--- src/snes_cart_pkg.sv ---
// ========================================
// Types and constants for cartridge
// identification and the work-memory front
// Download addresses are byte addresses and
// download words are 16 bits, low byte first
// CPU-side memory buses use active-high strobes
// ========================================
package snes_cart_pkg;

	// ========================================
	// Download stream
	// ========================================
	localparam int DL_ADDR_W      = 25;
	localparam int DL_DATA_W      = 16;
	localparam int FILE_SIZE_LO_W = 10;

	typedef struct packed {
		logic                 wr;
		logic [DL_ADDR_W-1:0] addr;
		logic [DL_DATA_W-1:0] data;
	} dl_word_t;

	typedef enum logic [1:0] {
		LAYOUT_LOROM   = 2'd0,
		LAYOUT_HIROM   = 2'd1,
		LAYOUT_EXHIROM = 2'd2,
		LAYOUT_AUTO    = 2'd3
	} rom_layout_t;

	// Low 15 bits of the internal header fields
	localparam logic [14:0] HDR_MAPPER    = 15'h7FD4;
	localparam logic [14:0] HDR_TYPE_SIZE = 15'h7FD6;
	localparam logic [14:0] HDR_RAM_SIZE  = 15'h7FD8;
	localparam logic [14:0] HDR_COMPANY   = 15'h7FDA;

	// Address bits 23..15 of the bank holding the header
	localparam logic [8:0] LOROM_PREFIX   = 9'h000;
	localparam logic [8:0] HIROM_PREFIX   = 9'h001;
	localparam logic [8:0] EXHIROM_PREFIX = 9'h081;

	// Mapper bytes
	localparam logic [7:0] MAP_LO_SLOW = 8'h20;
	localparam logic [7:0] MAP_LO_FAST = 8'h30;
	localparam logic [7:0] MAP_LO_EX   = 8'h32;
	localparam logic [7:0] MAP_HI_SLOW = 8'h21;
	localparam logic [7:0] MAP_HI_FAST = 8'h31;
	localparam logic [7:0] MAP_SA1     = 8'h23;

	// Upper nibble of the cartridge type code
	localparam logic [3:0] COP_DSP1  = 4'h8;
	localparam logic [3:0] COP_DSP2  = 4'h9;
	localparam logic [3:0] COP_DSP3  = 4'hA;
	localparam logic [3:0] COP_DSP4  = 4'hB;
	localparam logic [3:0] COP_OBC1  = 4'hC;
	localparam logic [3:0] COP_SDD1  = 4'h5;
	localparam logic [3:0] COP_ST0XX = 4'h8;
	localparam logic [3:0] COP_GSU   = 4'h7;
	localparam logic [3:0] COP_SA1   = 4'h6;

	// ========================================
	// Identification result
	// ========================================
	localparam int          MASK_W       = 24;
	localparam logic [23:0] KIB          = 24'd1024;
	localparam logic [3:0]  ROM_MIN_SIZE = 4'd7;
	localparam logic [3:0]  ROM_DEF_SIZE = 4'd12;
	localparam logic [3:0]  GSU_RAM_SIZE = 4'd6;

	typedef struct packed {
		logic [7:0]  mapper;
		logic [7:0]  chip_type;
		logic [3:0]  rom_size;
		logic [3:0]  ram_size;
		logic [7:0]  company;
		rom_layout_t layout;
	} hdr_fields_t;

	typedef struct packed {
		logic [7:0]        type_code;
		logic [MASK_W-1:0] rom_mask;
		logic [MASK_W-1:0] ram_mask;
	} cart_info_t;

	// ========================================
	// CPU-side memory buses
	// ========================================
	localparam int BUS_DATA_W  = 8;
	// Chip enable, read, write and data bits
	localparam int BUS_FIXED_W = 3 + BUS_DATA_W;
	localparam int WRAM_AW     = 17;
	localparam int ARAM_AW     = 16;
	localparam int BSRAM_AW    = 20;

	typedef struct packed {
		logic                  ce;
		logic                  rd;
		logic                  wr;
		logic [WRAM_AW-1:0]    addr;
		logic [BUS_DATA_W-1:0] data;
	} wram_bus_t;

	typedef struct packed {
		logic                  ce;
		logic                  rd;
		logic                  wr;
		logic [ARAM_AW-1:0]    addr;
		logic [BUS_DATA_W-1:0] data;
	} aram_bus_t;

	typedef struct packed {
		logic                  ce;
		logic                  rd;
		logic                  wr;
		logic [BSRAM_AW-1:0]   addr;
		logic [BUS_DATA_W-1:0] data;
	} bsram_bus_t;

endpackage

--- src/cart_header_scan.sv ---
// ========================================
// Header capture from the ROM download
// Both edges of the write strobe mark a beat
// A 512-byte copier header is removed using
// the low 10 bits of the file size
// Auto layout tries LoROM, then HiROM
// ========================================
module cart_header_scan
	import snes_cart_pkg::*;
(
	input  logic                      clk_sys,
	input  logic                      reset,
	input  logic                      download,
	input  dl_word_t                  beat,
	input  logic [FILE_SIZE_LO_W-1:0] file_size_lo,
	input  rom_layout_t               layout,
	output hdr_fields_t               hdr
);

	logic                 wr_prev;
	logic                 beat_hit;
	logic [DL_ADDR_W-1:0] eff_addr;
	logic [8:0]           sel_prefix;
	logic                 is_auto;
	logic                 lo_ok;
	logic                 hit_mapper;
	logic                 hit_type_size;
	logic                 hit_ram_size;
	logic                 hit_company;

	// Match one header field at the chosen or detected bank
	function automatic logic field_hit(
		input logic [DL_ADDR_W-1:0] a,
		input logic [8:0]           pfx,
		input logic                 auto_mode,
		input logic                 lo_valid,
		input logic [14:0]          off
	);
		if (auto_mode)
			return (a == {1'b0, LOROM_PREFIX, off}) ||
				(!lo_valid && a == {1'b0, HIROM_PREFIX, off});
		return a == {1'b0, pfx, off};
	endfunction

	assign beat_hit = download && (beat.wr ^ wr_prev);
	assign eff_addr = beat.addr - {{(DL_ADDR_W-FILE_SIZE_LO_W){1'b0}}, file_size_lo};
	assign is_auto  = (layout == LAYOUT_AUTO);

	assign sel_prefix = (layout == LAYOUT_EXHIROM) ? EXHIROM_PREFIX :
		(layout == LAYOUT_HIROM) ? HIROM_PREFIX : LOROM_PREFIX;

	// Mapper bytes that only a LoROM image holds at 0x7FD4
	assign lo_ok = hdr.mapper inside {MAP_LO_SLOW, MAP_LO_FAST, MAP_LO_EX};

	assign hit_mapper    = field_hit(eff_addr, sel_prefix, is_auto, lo_ok, HDR_MAPPER);
	assign hit_type_size = field_hit(eff_addr, sel_prefix, is_auto, lo_ok, HDR_TYPE_SIZE);
	assign hit_ram_size  = field_hit(eff_addr, sel_prefix, is_auto, lo_ok, HDR_RAM_SIZE);
	assign hit_company   = field_hit(eff_addr, sel_prefix, is_auto, lo_ok, HDR_COMPANY);

	always_ff @(posedge clk_sys) begin
		if (reset) begin
			wr_prev <= 1'b0;
			hdr     <= '0;
		end else begin
			wr_prev <= beat.wr;
			if (beat_hit) begin
				// Start of a new image
				if (beat.addr == '0) begin
					hdr.ram_size <= 4'h0;
					hdr.layout   <= layout;
				end

				// Detected layout follows the last mapper byte seen
				if (is_auto)
					hdr.layout <= lo_ok ? LAYOUT_LOROM : LAYOUT_HIROM;

				if (hit_mapper)
					hdr.mapper <= beat.data[15:8];
				if (hit_type_size)
					{hdr.rom_size, hdr.chip_type} <= beat.data[11:0];
				if (hit_ram_size)
					hdr.ram_size <= beat.data[3:0];
				if (hit_company)
					hdr.company <= beat.data[7:0];
			end
		end
	end

endmodule

--- src/cart_chip_classify.sv ---
// ========================================
// Cartridge type code and memory masks
// Result is held from reset until the first
// download ends, then tracks the header
// every cycle while download is low
// ========================================
module cart_chip_classify
	import snes_cart_pkg::*;
(
	input  logic        clk_sys,
	input  logic        reset,
	input  logic        download,
	input  hdr_fields_t hdr,
	output cart_info_t  info
);

	logic              loaded;
	logic [3:0]        cop;
	logic              st_bit;
	logic              gsu;
	logic [3:0]        rom_exp;
	logic [3:0]        ram_exp;
	logic [MASK_W-1:0] rom_mask_n;
	logic [MASK_W-1:0] ram_mask_n;

	// ========================================
	// Coprocessor detection, first match wins
	// ========================================
	always_comb begin
		cop    = 4'h0;
		st_bit = 1'b0;
		gsu    = 1'b0;
		if (hdr.mapper == MAP_LO_FAST && hdr.chip_type == 8'h05 && hdr.company == 8'hB2)
			cop = COP_DSP3;
		else if (((hdr.mapper == MAP_LO_SLOW || hdr.mapper == MAP_HI_SLOW) &&
				hdr.chip_type == 8'h03) ||
				(hdr.mapper == MAP_LO_FAST && hdr.chip_type == 8'h05) ||
				(hdr.mapper == MAP_HI_FAST && hdr.chip_type inside {8'h03, 8'h05}))
			cop = COP_DSP1;
		else if (hdr.mapper == MAP_LO_SLOW && hdr.chip_type == 8'h05)
			cop = COP_DSP2;
		else if (hdr.mapper == MAP_LO_FAST && hdr.chip_type == 8'h03)
			cop = COP_DSP4;
		else if (hdr.mapper == MAP_LO_FAST && hdr.chip_type == 8'h25)
			cop = COP_OBC1;
		else if (hdr.mapper == MAP_LO_EX && hdr.chip_type inside {8'h43, 8'h45})
			cop = COP_SDD1;
		else if (hdr.mapper == MAP_LO_FAST && hdr.chip_type == 8'hF6) begin
			cop    = COP_ST0XX;
			st_bit = 1'b1;
			// Small ST0XX images use the other variant
			cop[1] = (hdr.rom_size < 4'd10);
		end else if (hdr.mapper == MAP_LO_SLOW &&
				hdr.chip_type inside {8'h13, 8'h14, 8'h15, 8'h1A}) begin
			cop = COP_GSU;
			gsu = 1'b1;
		end else if (hdr.mapper == MAP_SA1 && hdr.chip_type inside {8'h32, 8'h34, 8'h35})
			cop = COP_SA1;
	end

	// Size fields are log2 of the size in KiB
	assign rom_exp    = (hdr.rom_size < ROM_MIN_SIZE) ? ROM_DEF_SIZE : hdr.rom_size;
	assign ram_exp    = gsu ? GSU_RAM_SIZE : hdr.ram_size;
	assign rom_mask_n = (KIB << rom_exp) - 24'd1;
	assign ram_mask_n = (ram_exp == 4'h0) ? '0 : (KIB << ram_exp) - 24'd1;

	always_ff @(posedge clk_sys) begin
		if (reset) begin
			loaded <= 1'b0;
			info   <= '0;
		end else if (download) begin
			loaded <= 1'b1;
		end else if (loaded) begin
			info.type_code <= {cop, st_bit, 1'b0, hdr.layout};
			info.rom_mask  <= rom_mask_n;
			info.ram_mask  <= ram_mask_n;
		end
	end

endmodule

--- src/mem_req_channel.sv ---
// ========================================
// Byte-strobe bus to toggle requests
// No acknowledge, a new request replaces
// the previous one
// bus_t needs ce, rd, wr, addr and 8-bit data
// ========================================
module mem_req_channel
	import snes_cart_pkg::*;
#(
	parameter type bus_t = wram_bus_t,
	localparam int ADDR_W = $bits(bus_t) - BUS_FIXED_W
) (
	input  logic                  clk_sys,
	input  logic                  reset,
	input  bus_t                  bus,
	output logic                  req,
	output logic                  we,
	output logic [ADDR_W-1:0]     addr,
	output logic [BUS_DATA_W-1:0] data
);

	logic rd;
	logic wr;
	logic rd_q;
	logic wr_q;
	logic new_word;
	logic fire;

	assign rd = bus.ce & bus.rd;
	assign wr = bus.ce & bus.wr;

	// Controller fetches words, so only a word change needs a new read
	assign new_word = (bus.addr[ADDR_W-1:1] != addr[ADDR_W-1:1]);
	assign fire     = (rd & ~rd_q) | (wr & ~wr_q) | (rd & new_word);

	always_ff @(posedge clk_sys) begin
		if (reset) begin
			rd_q <= 1'b0;
			wr_q <= 1'b0;
			req  <= 1'b0;
			we   <= 1'b0;
		end else begin
			rd_q <= rd;
			wr_q <= wr;
			if (fire) begin
				req <= ~req;
				// Same value the write strobe register takes now
				we  <= wr;
			end
		end
	end

	always_ff @(posedge clk_sys) begin
		if (fire) begin
			addr <= bus.addr;
			data <= bus.data;
		end
	end

endmodule

--- src/cart_mem_front.sv ---
// ========================================
// Cartridge identification and the WRAM,
// ARAM and save RAM request channels
// Requests are toggles, any change of a
// req output is one memory access
// ========================================
module cart_mem_front
	import snes_cart_pkg::*;
(
	input  logic                      clk_sys,
	input  logic                      reset,
	input  logic                      download,
	input  dl_word_t                  beat,
	input  logic [FILE_SIZE_LO_W-1:0] file_size_lo,
	input  rom_layout_t               layout,
	input  wram_bus_t                 wram_bus,
	input  aram_bus_t                 aram_bus,
	input  bsram_bus_t                bsram_bus,
	output cart_info_t                info,
	output logic                      wram_req,
	output logic                      wram_we,
	output logic [WRAM_AW-1:0]        wram_addr,
	output logic [BUS_DATA_W-1:0]     wram_data,
	output logic                      aram_req,
	output logic                      aram_we,
	output logic [ARAM_AW-1:0]        aram_addr,
	output logic [BUS_DATA_W-1:0]     aram_data,
	output logic                      bsram_req,
	output logic                      bsram_we,
	output logic [BSRAM_AW-1:0]       bsram_addr,
	output logic [BUS_DATA_W-1:0]     bsram_data
);

	hdr_fields_t hdr;

	// ========================================
	// Cartridge identification
	// ========================================
	cart_header_scan u_scan (
		.clk_sys      (clk_sys),
		.reset        (reset),
		.download     (download),
		.beat         (beat),
		.file_size_lo (file_size_lo),
		.layout       (layout),
		.hdr          (hdr)
	);

	cart_chip_classify u_classify (
		.clk_sys  (clk_sys),
		.reset    (reset),
		.download (download),
		.hdr      (hdr),
		.info     (info)
	);

	// ========================================
	// Memory request channels
	// ========================================
	mem_req_channel #(.bus_t(wram_bus_t)) u_wram (
		.clk_sys (clk_sys),
		.reset   (reset),
		.bus     (wram_bus),
		.req     (wram_req),
		.we      (wram_we),
		.addr    (wram_addr),
		.data    (wram_data)
	);

	mem_req_channel #(.bus_t(aram_bus_t)) u_aram (
		.clk_sys (clk_sys),
		.reset   (reset),
		.bus     (aram_bus),
		.req     (aram_req),
		.we      (aram_we),
		.addr    (aram_addr),
		.data    (aram_data)
	);

	mem_req_channel #(.bus_t(bsram_bus_t)) u_bsram (
		.clk_sys (clk_sys),
		.reset   (reset),
		.bus     (bsram_bus),
		.req     (bsram_req),
		.we      (bsram_we),
		.addr    (bsram_addr),
		.data    (bsram_data)
	);

endmodule

--- config.mk ---
export PLATFORM = sky130hd
export DESIGN_NAME = cart_mem_front
export DESIGN_NICKNAME = d
export VERILOG_FILES = /design/src/snes_cart_pkg.sv /design/src/cart_header_scan.sv /design/src/cart_chip_classify.sv /design/src/mem_req_channel.sv /design/src/cart_mem_front.sv
export SDC_FILE = /design/constraint.sdc
export NUM_CORES = 1
export LEC_CHECK = 0
export ABC_AREA = 1
export BUFFER_PORTS_ARGS = -buffer_cell sky130_fd_sc_hd__buf_2
export CORE_ASPECT_RATIO = 1.5
export CORE_UTILIZATION = 35
export DETAILED_ROUTE_END_ITERATION = 12
export MAX_ROUTING_LAYER = met4
export PLACE_DENSITY_LB_ADDON = 0.05
export SLEW_MARGIN = 20
export SYNTH_ARGS = -nofsm -noshare
export SYNTH_HDL_FRONTEND = slang
export SYNTH_SLANG_ARGS = --single-unit
--- constraint.sdc ---
create_clock -name clk_sys -period 3.65 [get_ports clk_sys]
set_input_delay 0.5475 -clock clk_sys [delete_from_list [all_inputs] [get_ports clk_sys]]
set_output_delay 0.5475 -clock clk_sys [all_outputs]
set_load 0.05 [all_outputs]
## Yosys cells after proc, flatten, opt, wreduce, memory -nomap -nowiden

Cells that the tools add are included.
Widths: inputs -> output; s select.

- Register bits: 180
- Bits of input ports: 143

- Add/sub/neg operators: 3
- Order comparisons: 2
- Equal/unequal tests: 38
- Shift-type cells: 2
- Multiplexer cells: 43
- Bitwise operators: 32
- Reduce and logical (&&, ||, !) cells: 39

Operators with widths:

| kind | number |
|---|---|
| $eq 25x15->1 const B | 4 |
| $eq 25x16->1 const B | 4 |
| $eq 25x24->1 | 4 |
| $eq 8x6->1 const B | 10 |
| $mux 4 | 12 |
| $shl 11x4->24 const A | 2 |
| $sub 24x1->24 const B | 2 |
| $eq 8x5->1 const B | 4 |
| $mux 1 | 26 |
| $logic_not 25->1 | 1 |
| $sub 25x10->25 | 1 |
| $mux 24 | 1 |
| $ne 19x19->1 | 1 |
| $eq 8x7->1 const B | 2 |
| $eq 8x8->1 const B | 2 |
| $logic_and 1x1->1 | 16 |
| $ne 16x16->1 | 1 |
| $and 1x1->1 | 15 |
| $ne 15x15->1 | 1 |
| $reduce_and 2->1 | 6 |
| $not 1->1 | 10 |
| $mux 9 | 1 |
| $eq 8x2->1 const B | 1 |
| $eq 8x3->1 const B | 1 |
| 14 further kinds | 31 |

## Depth between registers and ports, before layout

Gate-level depths: netlist (run 1).

- Depth after elaboration: 15
- Gate-level depth with buffers: 22
- Gate-level depth less buffers: 21

## Hierarchy

A second synthesis (run 1) with hierarchy kept.

- Cell total of the unflattened synthesis: 1,230
- Area total of the unflattened synthesis: 8,892.3 µm²

By module, submodules not included:

| module | times used | cells an instance | area each (µm²) |
|---|---|---|---|
| cart_header_scan | 1 | 519 | 2,919.0 |
| cart_chip_classify | 1 | 316 | 2,148.3 |
| mem_req_channel at u_bsram | 1 | 153 | 1,412.6 |
| mem_req_channel at u_wram | 1 | 116 | 1,213.7 |
| mem_req_channel at u_aram | 1 | 126 | 1,198.6 |

## Worst setup path after synthesis (run 1)

No wires, ideal clock.

- Path kind: register to register
- Start point: register u_bsram.addr[18]
- End point: register u_bsram.addr[0], enable pin
- Library setup time: 0.425 ns
- Arrival time: 2.587 ns
- Setup slack: 0.638 ns
- Cell stages (with the launch flop): 6
- Path buffers: 0
- Period minus slack after synthesis: 3.012 ns
- Cell sequence: edfxtp_1 > inv_1 > or2_2 > nand4_1 > nor4b_1 > o21bai_1

- Longest elaborated chain between the ends: 3

RTL lines:

| what | line | source |
|---|---|---|
| start: declaration | mem_req_channel.sv:18 | `output logic [ADDR_W-1:0] addr,` |
| start signal: assignment | mem_req_channel.sv:55 | `addr <= bus.addr;` |
| $ne 19x19->1 | mem_req_channel.sv:33 | `assign new_word = (bus.addr[ADDR_W-1:1] != addr[ADDR_W-1:1]);` |
| $and 1x1->1 | mem_req_channel.sv:34 | `assign fire = (rd & ~rd_q) \| (wr & ~wr_q) \| (rd & new_word);` |
| $or 1x1->1 | mem_req_channel.sv:34 |  |
| named net u_bsram.fire | mem_req_channel.sv:27 | `logic fire;` |

The timed path passes the listed nets, and every way through them passes these cells.
A chain may end at the register's enable or synchronous reset.

## Worst setup path in the final report (run 1)

- Start point: input beat[16] in the netlist's numbering
- End point: register u_scan.hdr[16] (netlist name)

- Longest elaborated chain between the ends: 7

RTL lines:

| what | line | source |
|---|---|---|
| start: declaration | cart_mem_front.sv:13 | `input dl_word_t beat,` |
| $sub 25x10->25 (*) | cart_header_scan.sv:46 | `assign eff_addr = beat.addr - {{(DL_ADDR_W-FILE_SIZE_LO_W){1'b0}}, file_size_lo};` |
| $eq 25x16->1 | cart_header_scan.sv:41 | `(!lo_valid && a == {1'b0, HIROM_PREFIX, off});` |
| $logic_and 1x1->1 | cart_header_scan.sv:41 |  |
| $logic_or 1x1->1 | cart_header_scan.sv:40 | `return (a == {1'b0, LOROM_PREFIX, off}) \|\|` |
| $mux 1 | cart_header_scan.sv:39 | `if (auto_mode)` |
| $mux 1 (*) | cart_header_scan.sv:42 | `return a == {1'b0, pfx, off};` |
| $reduce_and 2->1 (no source line) (*) | -- |  |

Every way passes the cells marked *; elsewhere a longest branch is shown, timed or not. The select of a mux whose other input is x is not followed.

==> results of run 1 <==
-- synthesized netlist by cell type, types with 2 or more instances --
cell type  number  share of area, %
xor2_1         36               3.8
dfxtp_1        85                20
clkbuf_1       11              0.49
nor3_1         14              0.84
nand4_1        28               2.1
nor2_1        142               6.4
nand2_1       212               9.5
and2_1          3              0.22
buf_6           4              0.54
nand3_4         3              0.63
xnor2_1        10               1.0
o21ai_0        28               1.7
o221ai_1        3              0.31
edfxtp_1       77                28
nor3b_1         3              0.27
nand3b_1        4              0.36
a31oi_1         2              0.15
o22ai_1         5              0.37
nand2_2         8              0.60
nor4_1         13              0.97
buf_4          19               1.7
inv_2           3              0.13
conb_1          2             0.090
or2_2           3              0.22
nor4b_1         2              0.21
a21oi_1        49               2.9
nand3_2         2              0.24
ha_1           14               2.1
nor3_2          4              0.48
o21ai_1        18               1.1
nor2_2          6              0.45
inv_1         157               7.0
nand2_4         2              0.27
nand3_1        54               3.2
-- area by class of cell --
type | count | area [um2]
antenna | 1 | 2.50
clock buffer | 20 | 468
clock inverter | 12 | 81.3
fill | 2429 | 12700
inverter | 161 | 604
multi-input combinational | 684 | 3530
sequential | 162 | 4010
tap | 315 | 394
timing repair buffer | 285 | 1440
-- flip-flops by register name, indices dropped and copies added (netlist names), 8 cells and up --
signal	flops
u_classify.info	37
u_scan.hdr	34
u_bsram.addr	20
u_wram.addr	17
u_aram.addr	16
u_aram.data	8
u_bsram.data	8
u_wram.data	8
-- worst paths after layout --
| check | cells past startpoint | endpoint | slack (ns) | start |
|---|---|---|---|---|
| worst max-delay path | 20 | u_scan.hdr[16]$_SDFFE_PP0P_ | 0.88 | beat[16] |
| worst min-delay path | 1 | u_wram.data[2]$_DFFE_PP_ | 0.29 | wram_bus[2] |
| worst max register to register | 17 | u_classify.info[20]$_SDFFE_PP0P_ | 1.00 | u_scan.hdr[28]$_SDFFE_PP0P_ |
| worst min register to register | 1 | u_bsram.req$_SDFFE_PP0P_ | 0.45 | u_bsram.req$_SDFFE_PP0P_ |
-- power by group through the flow --
| stage | sequential (mW) | combinational (mW) | clock, mW |
|---|---|---|---|
| finish | 2.05 | 0.880 | 1.65 |
| global route | 2.06 | 0.952 | 1.78 |
| CTS | 2.05 | 0.890 | 1.71 |
| detailed placement | 2.09 | 0.888 | 0 |
| global placement | 2.09 | 0.887 | 0 |
| floorplan | 2.39 | 0.319 | 0 |
-- stage by stage --
step	setup WS, ns	instances	hold WS [ns]	utilization [%]
floorplan	0.638	1042	0.430	-
global placement	0.469	1607	0.435	43.0
detailed placement	0.420	1607	0.439	43.0
CTS	0.872	1639	0.266	45.3
global route	0.496	1640	0.271	45.4
finish	0.877	1640	0.295	45.4
-- per-layer routing --
metal / wire, um / track usage [%] / up-vias
met4: 486 / 7.29 / 0
met3: 1240 / 4.28 / 26
met1: 9070 / 20.4 / 3333
li1: - / - / 3904
met2: 12500 / 37.0 / 204
met5: 0 / - / -
-- placed cells by master, fill, tap and decap left out, drive strengths merged, types with 2 or more instances in the layout --
cell type	count
nor3	18
nand3b	4
nor3b	3
nor2	148
nor4	13
inv	163
nand4	29
dfxtp	85
and2	3
edfxtp	77
nand2	222
ha	14
a31oi	2
xnor2	10
o22ai	5
clkbuf	20
or2	4
clkinv	9
buf	285
xor2	36
a21oi	51
nand3	59
nor4b	2
conb	3
o21ai	46
o221ai	3
-- logic make-up after synthesis --
| logic type | count (synthesis) |
|---|---|
| and+or+nand+nor | 506 |
| buffers and inverters | 196 |
| DFF | 162 |
| AOI/OAI and AO/OA | 114 |
| xor gates and xnor gates | 46 |
| adders and majority gates | 15 |
| other | 2 |
==> flow_summary.ini, run 1 <==
[status]
status = finished clean

[timing]
relSlewSlack_pct = 26.9
skew_ns = 0.0136
fin_crit_ns = 2.77
fin_crit_sh_pct = 76.0
finalHoldViolations = 0
rsz0062_at_grt = false
fmax_ghz = 0.361
drv_slew = 0
final.setup.tns_ns = 0
setup_viol = 0
tightest_slew_ns = 1.10

[place]
port_buffers = 280
gp_congestion = 0.886
dpl_cell_area_um2 = 9980
dp_hpwl_mm = 18.8

[clock_tree]
clock-sinks = 162
insertion_delay_ns = 0.43
clk_pin_slew_ns = 0.06
cts_resized = 0
cts_root_buf = clkbuf_16
cts_made_buffers = 17
clockBufferDepth = 2
postCtsSetupBuffers = 0
cts_hold_buffers = 0
htreeDepth = 4
cts_tree = built

[power]
comb_power_share_pct = 19.2
vdd_drop_max_v = 0.000287
p_clk_share_pct = 36.0
total_power_mw = 4.58
netSwitchingPower_mw = 1.41
internal_power_mw = 3.17
p_per_area_nw_per_um2 = 435
p_leak_nw = 5.02
switching_share_pct = 30.8
pwr-share-seq_pct = 44.8

[critical_path]
worstPathArrival_ns = 3.09
critPathMostFrequentCell = nand2_1
cp_slowest_cell = fa_1
critPathKind = input pin to register
crit_family = simple AND/OR/NAND/NOR gates
cp_num_buf_inv = 3
crit_path_end_kind = register
cpPeakStageDelay_ns = 0.39
cp.required_ns = 3.97
worst_setup_path_start_kind = input pin
crit_fanout = 24
path_cells = buf_2, inv_1, ha_1, inv_1, fa_1, nand2_1, nand2_1, and2_1, nand4_1, nand2_1, nand2_1, nand2_1, nor2_2, nand3_2, nor2_2, nand4_2, nand2_4, nand3_4, o21ai_1, nor2_1

[grt]
antenna_found_initial = 1
grt_pass1_vias = 7033
grt_max_degree = 40
grt_overflow = 0
gr-usage-all-layers_pct = 20.0
grt_pass1_wl_mm = 36.1

[synthesis]
synth_top_family_by_area = simple AND/OR/NAND/NOR gates
synthArstFlopShare_pct = 0
yosys_warnings = 0
synth_edf_count = 77
syn_area_per_cell_um2 = 8.04
yosys_register_bits = 162
synthCells = 1041
ys.flop_type = dfxtp_1
synthAdderAreaFrac_pct = 2.33
yosys-mux-area-fraction_pct = 0
netlist_area_um2 = 8370
synthSimpleGateAreaFrac_pct = 27.3
synth_compound_area_share_pct = 7.49
synth_xor_area_share_pct = 4.82
yosysSeqAreaShare_pct = 48.0
ys_types = 49

[die]
io_pins = 282
core-area_um2 = 23200
start_util_pct = 36.0
die_h_um = 191
row_count = 68
die_x_um = 128
dieArea_um2 = 24500

[worst_hold_path]
worstHoldPathType = input pin to register

[detailed_routing]
drc_errors = 0
wl_mm = 23.3
wl_per_cell_um = 14.2
drt-initial-drc-count = 375
firstDrtPassIters = 5
antenna_left = 0
route.vias.total = 7467
vias_per_cell = 4.55

[cells_and_area]
areaGrowthSynthToFinish_pct = 25.9
fin_nets = 1469
design_area_um2 = 10500
drive_gt1_share_pct = 26.6

[job]
cap_violations = 0
Note: power is estimated with default switching activity, not from simulation.
==> run 2: changes to the inputs <==
==> constraint.sdc (replaced) <==
create_clock -name clk_sys -period 2.77 [get_ports clk_sys]
set_input_delay 0.4155 -clock clk_sys [delete_from_list [all_inputs] [get_ports clk_sys]]
set_output_delay 0.4155 -clock clk_sys [all_outputs]
set_load 0.05 [all_outputs]
==> flow_summary.ini, run 2 (synthesized netlist as in run 1, its figures left out) <==
[timing]
setup_viol = 0
fin_crit_sh_pct = 91.5
relSlewSlack_pct = 58.6
fin_ws_ns = 0.236
finalHoldViolations = 0
fin_crit_ns = 2.53
tightest_slew_ns = 0.620
fmax_ghz = 0.395
holdWs_ns = 0.163
drv_slew = 0
skew_ns = 0.0160

[clock_tree]
cts_made_buffers = 17
clock-sinks = 162
cts_tree = built
clockBufferDepth = 2
htreeDepth = 4
clk_pin_slew_ns = 0.06
insertion_delay_ns = 0.43
cts_hold_buffers = 0
cts_root_buf = clkbuf_16

[die]
core-area_um2 = 23200
start_util_pct = 36.0
die_x_um = 128
dieArea_um2 = 24500
die_h_um = 191
row_count = 68
io_pins = 282

[cells_and_area]
final_cell_mix = buf_2, nand2_1, inv_1
largest_register_ffs = 37
areaGrowthSynthToFinish_pct = 33.2
fin_nets = 1521
fillers = 2394
design_area_um2 = 11100
largest-register = u_classify.info
drive_gt1_share_pct = 31.8
reg.largest.list = u_classify.info (37), u_scan.hdr (34), u_bsram.addr (20)
mostFrequentLayoutCell = buf_2

[place]
port_buffers = 280
post-place-ws_ns = -0.317
dpl_cell_area_um2 = 10300
dp_hpwl_mm = 18.9
gp_congestion = 0.838

[grt]
grt_pass1_vias = 7095
antenna_found_initial = 3
top_usage_layer = met2
grt_util_met3_pct = 3.86
grt_pass1_wl_mm = 35.9
grt_max_degree = 42
gr-usage-all-layers_pct = 19.7
grt_overflow = 0
gr-usage-met2_pct = 35.5
met1_usage_pct = 20.2

[detailed_routing]
route.vias.total = 7733
firstDrtPassIters = 4
antenna_left = 0
wl_mm = 24.3
vias_per_cell = 4.56
drt-initial-drc-count = 331
wl_per_cell_um = 14.3
drc_errors = 0

[power]
total_power_mw = 6.09
p_leak_nw = 5.27
p_per_area_nw_per_um2 = 546
vdd_drop_max_v = 0.000363

[critical_path]
crit_path_end_kind = register
worstPathArrival_ns = 2.85
crit_fanout = 8
setup.worst_path.start = file_size_lo[5]
critPathKind = input pin to register
cp.required_ns = 3.09
reg2reg_from = u_scan.hdr[19]$_SDFFE_PP0P_
worst_setup_path_start_kind = input pin

[worst_hold_path]
min_from = wram_bus[1]
worstHoldPathType = input pin to register

[job]
cap_violations = 0

[status]
status = finished clean
## run 2: cell types whose count changed in the layout (fill, tap and decap cells not counted), moves of 5 or more
cell | before | now
nand3_2 | 2 | 8
nand2_1 | 212 | 207
buf_4 | 5 | 48
nor2_2 | 7 | 12
ha_2 | 0 | 5
nor2_1 | 141 | 132
ha_1 | 14 | 8
nand3_1 | 54 | 49
## run 2: metrics by stage
stage	std cells	utilization [%]	TNS, ns
after floorplan	1042	-	0
after CTS	1677	46.5	0
final	1694	48.0	0
after global routing	1694	48.0	-0.00161
after global placement	1645	44.3	-6.85
after detailed placement	1645	44.3	-8.27
## run 2: path summary, 6_finish.rpt
path | cells after the start | slack (ns) | endpoint
setup reg to reg | 18 | 0.28 | u_classify.info[20]$_SDFFE_PP0P_
setup / recovery | 18 | 0.24 | u_scan.hdr[17]$_SDFFE_PP0P_
hold reg to reg | 1 | 0.45 | u_aram.req$_SDFFE_PP0P_
hold / removal | 1 | 0.16 | u_wram.data[1]$_DFFE_PP_
## run 2: area by class of cell
cell class / instances / area [um2] / area share (%)
flip-flops and latches: 162 / 4020 / 36.0
repair buffers: 332 / 1820 / 16.4
clock buffers: 18 / 439 / 3.94
well taps: 315 / 394 / 3.54
multi-input cells: 689 / 3770 / 33.9
clock inverters: 14 / 88.8 / 0.797
inverters: 161 / 604 / 5.42
diodes: 3 / 7.51 / 0.0673
## run 2: what timing repair did
| item | CTS | global route |
|---|---|---|
| gates resized for setup | 0 | 51 |
| endpoints found under the setup margin | 0 | 33 |
| buffers inserted | 0 | 9 |
## run 2: routing by layer
| metal | share of wire (%) | up-vias |
|---|---|---|
| met5 | 0 | - |
| met4 | 3.5 | 0 |
| met3 | 4.9 | 45 |
| met2 | 53 | 220 |
| met1 | 39 | 3442 |
| li1 | - | 4026 |
## run 2: critical path, cell delays in order
cell and delay, ns:
buf_2 0.08, inv_1 0.03, ha_1 0.36, nand2_1 0.11
inv_1 0.10, nand2_1 0.09, nor2_1 0.14, nand2_1 0.13
nand3_1 0.10, nand2_1 0.09, nor2_2 0.17, nand3_2 0.09
nor2_2 0.13, nand4_2 0.11, nand2_4 0.23, nand3_2 0.22
o21ai_1 0.17, nor2_1 0.06
## run 2: report_power, final
group          switching [mW]  internal [mW]  total (mW)
Clock                   0.961           1.16        2.12
Combinational           0.886          0.376        1.26
Sequential             0.0580           2.65        2.71
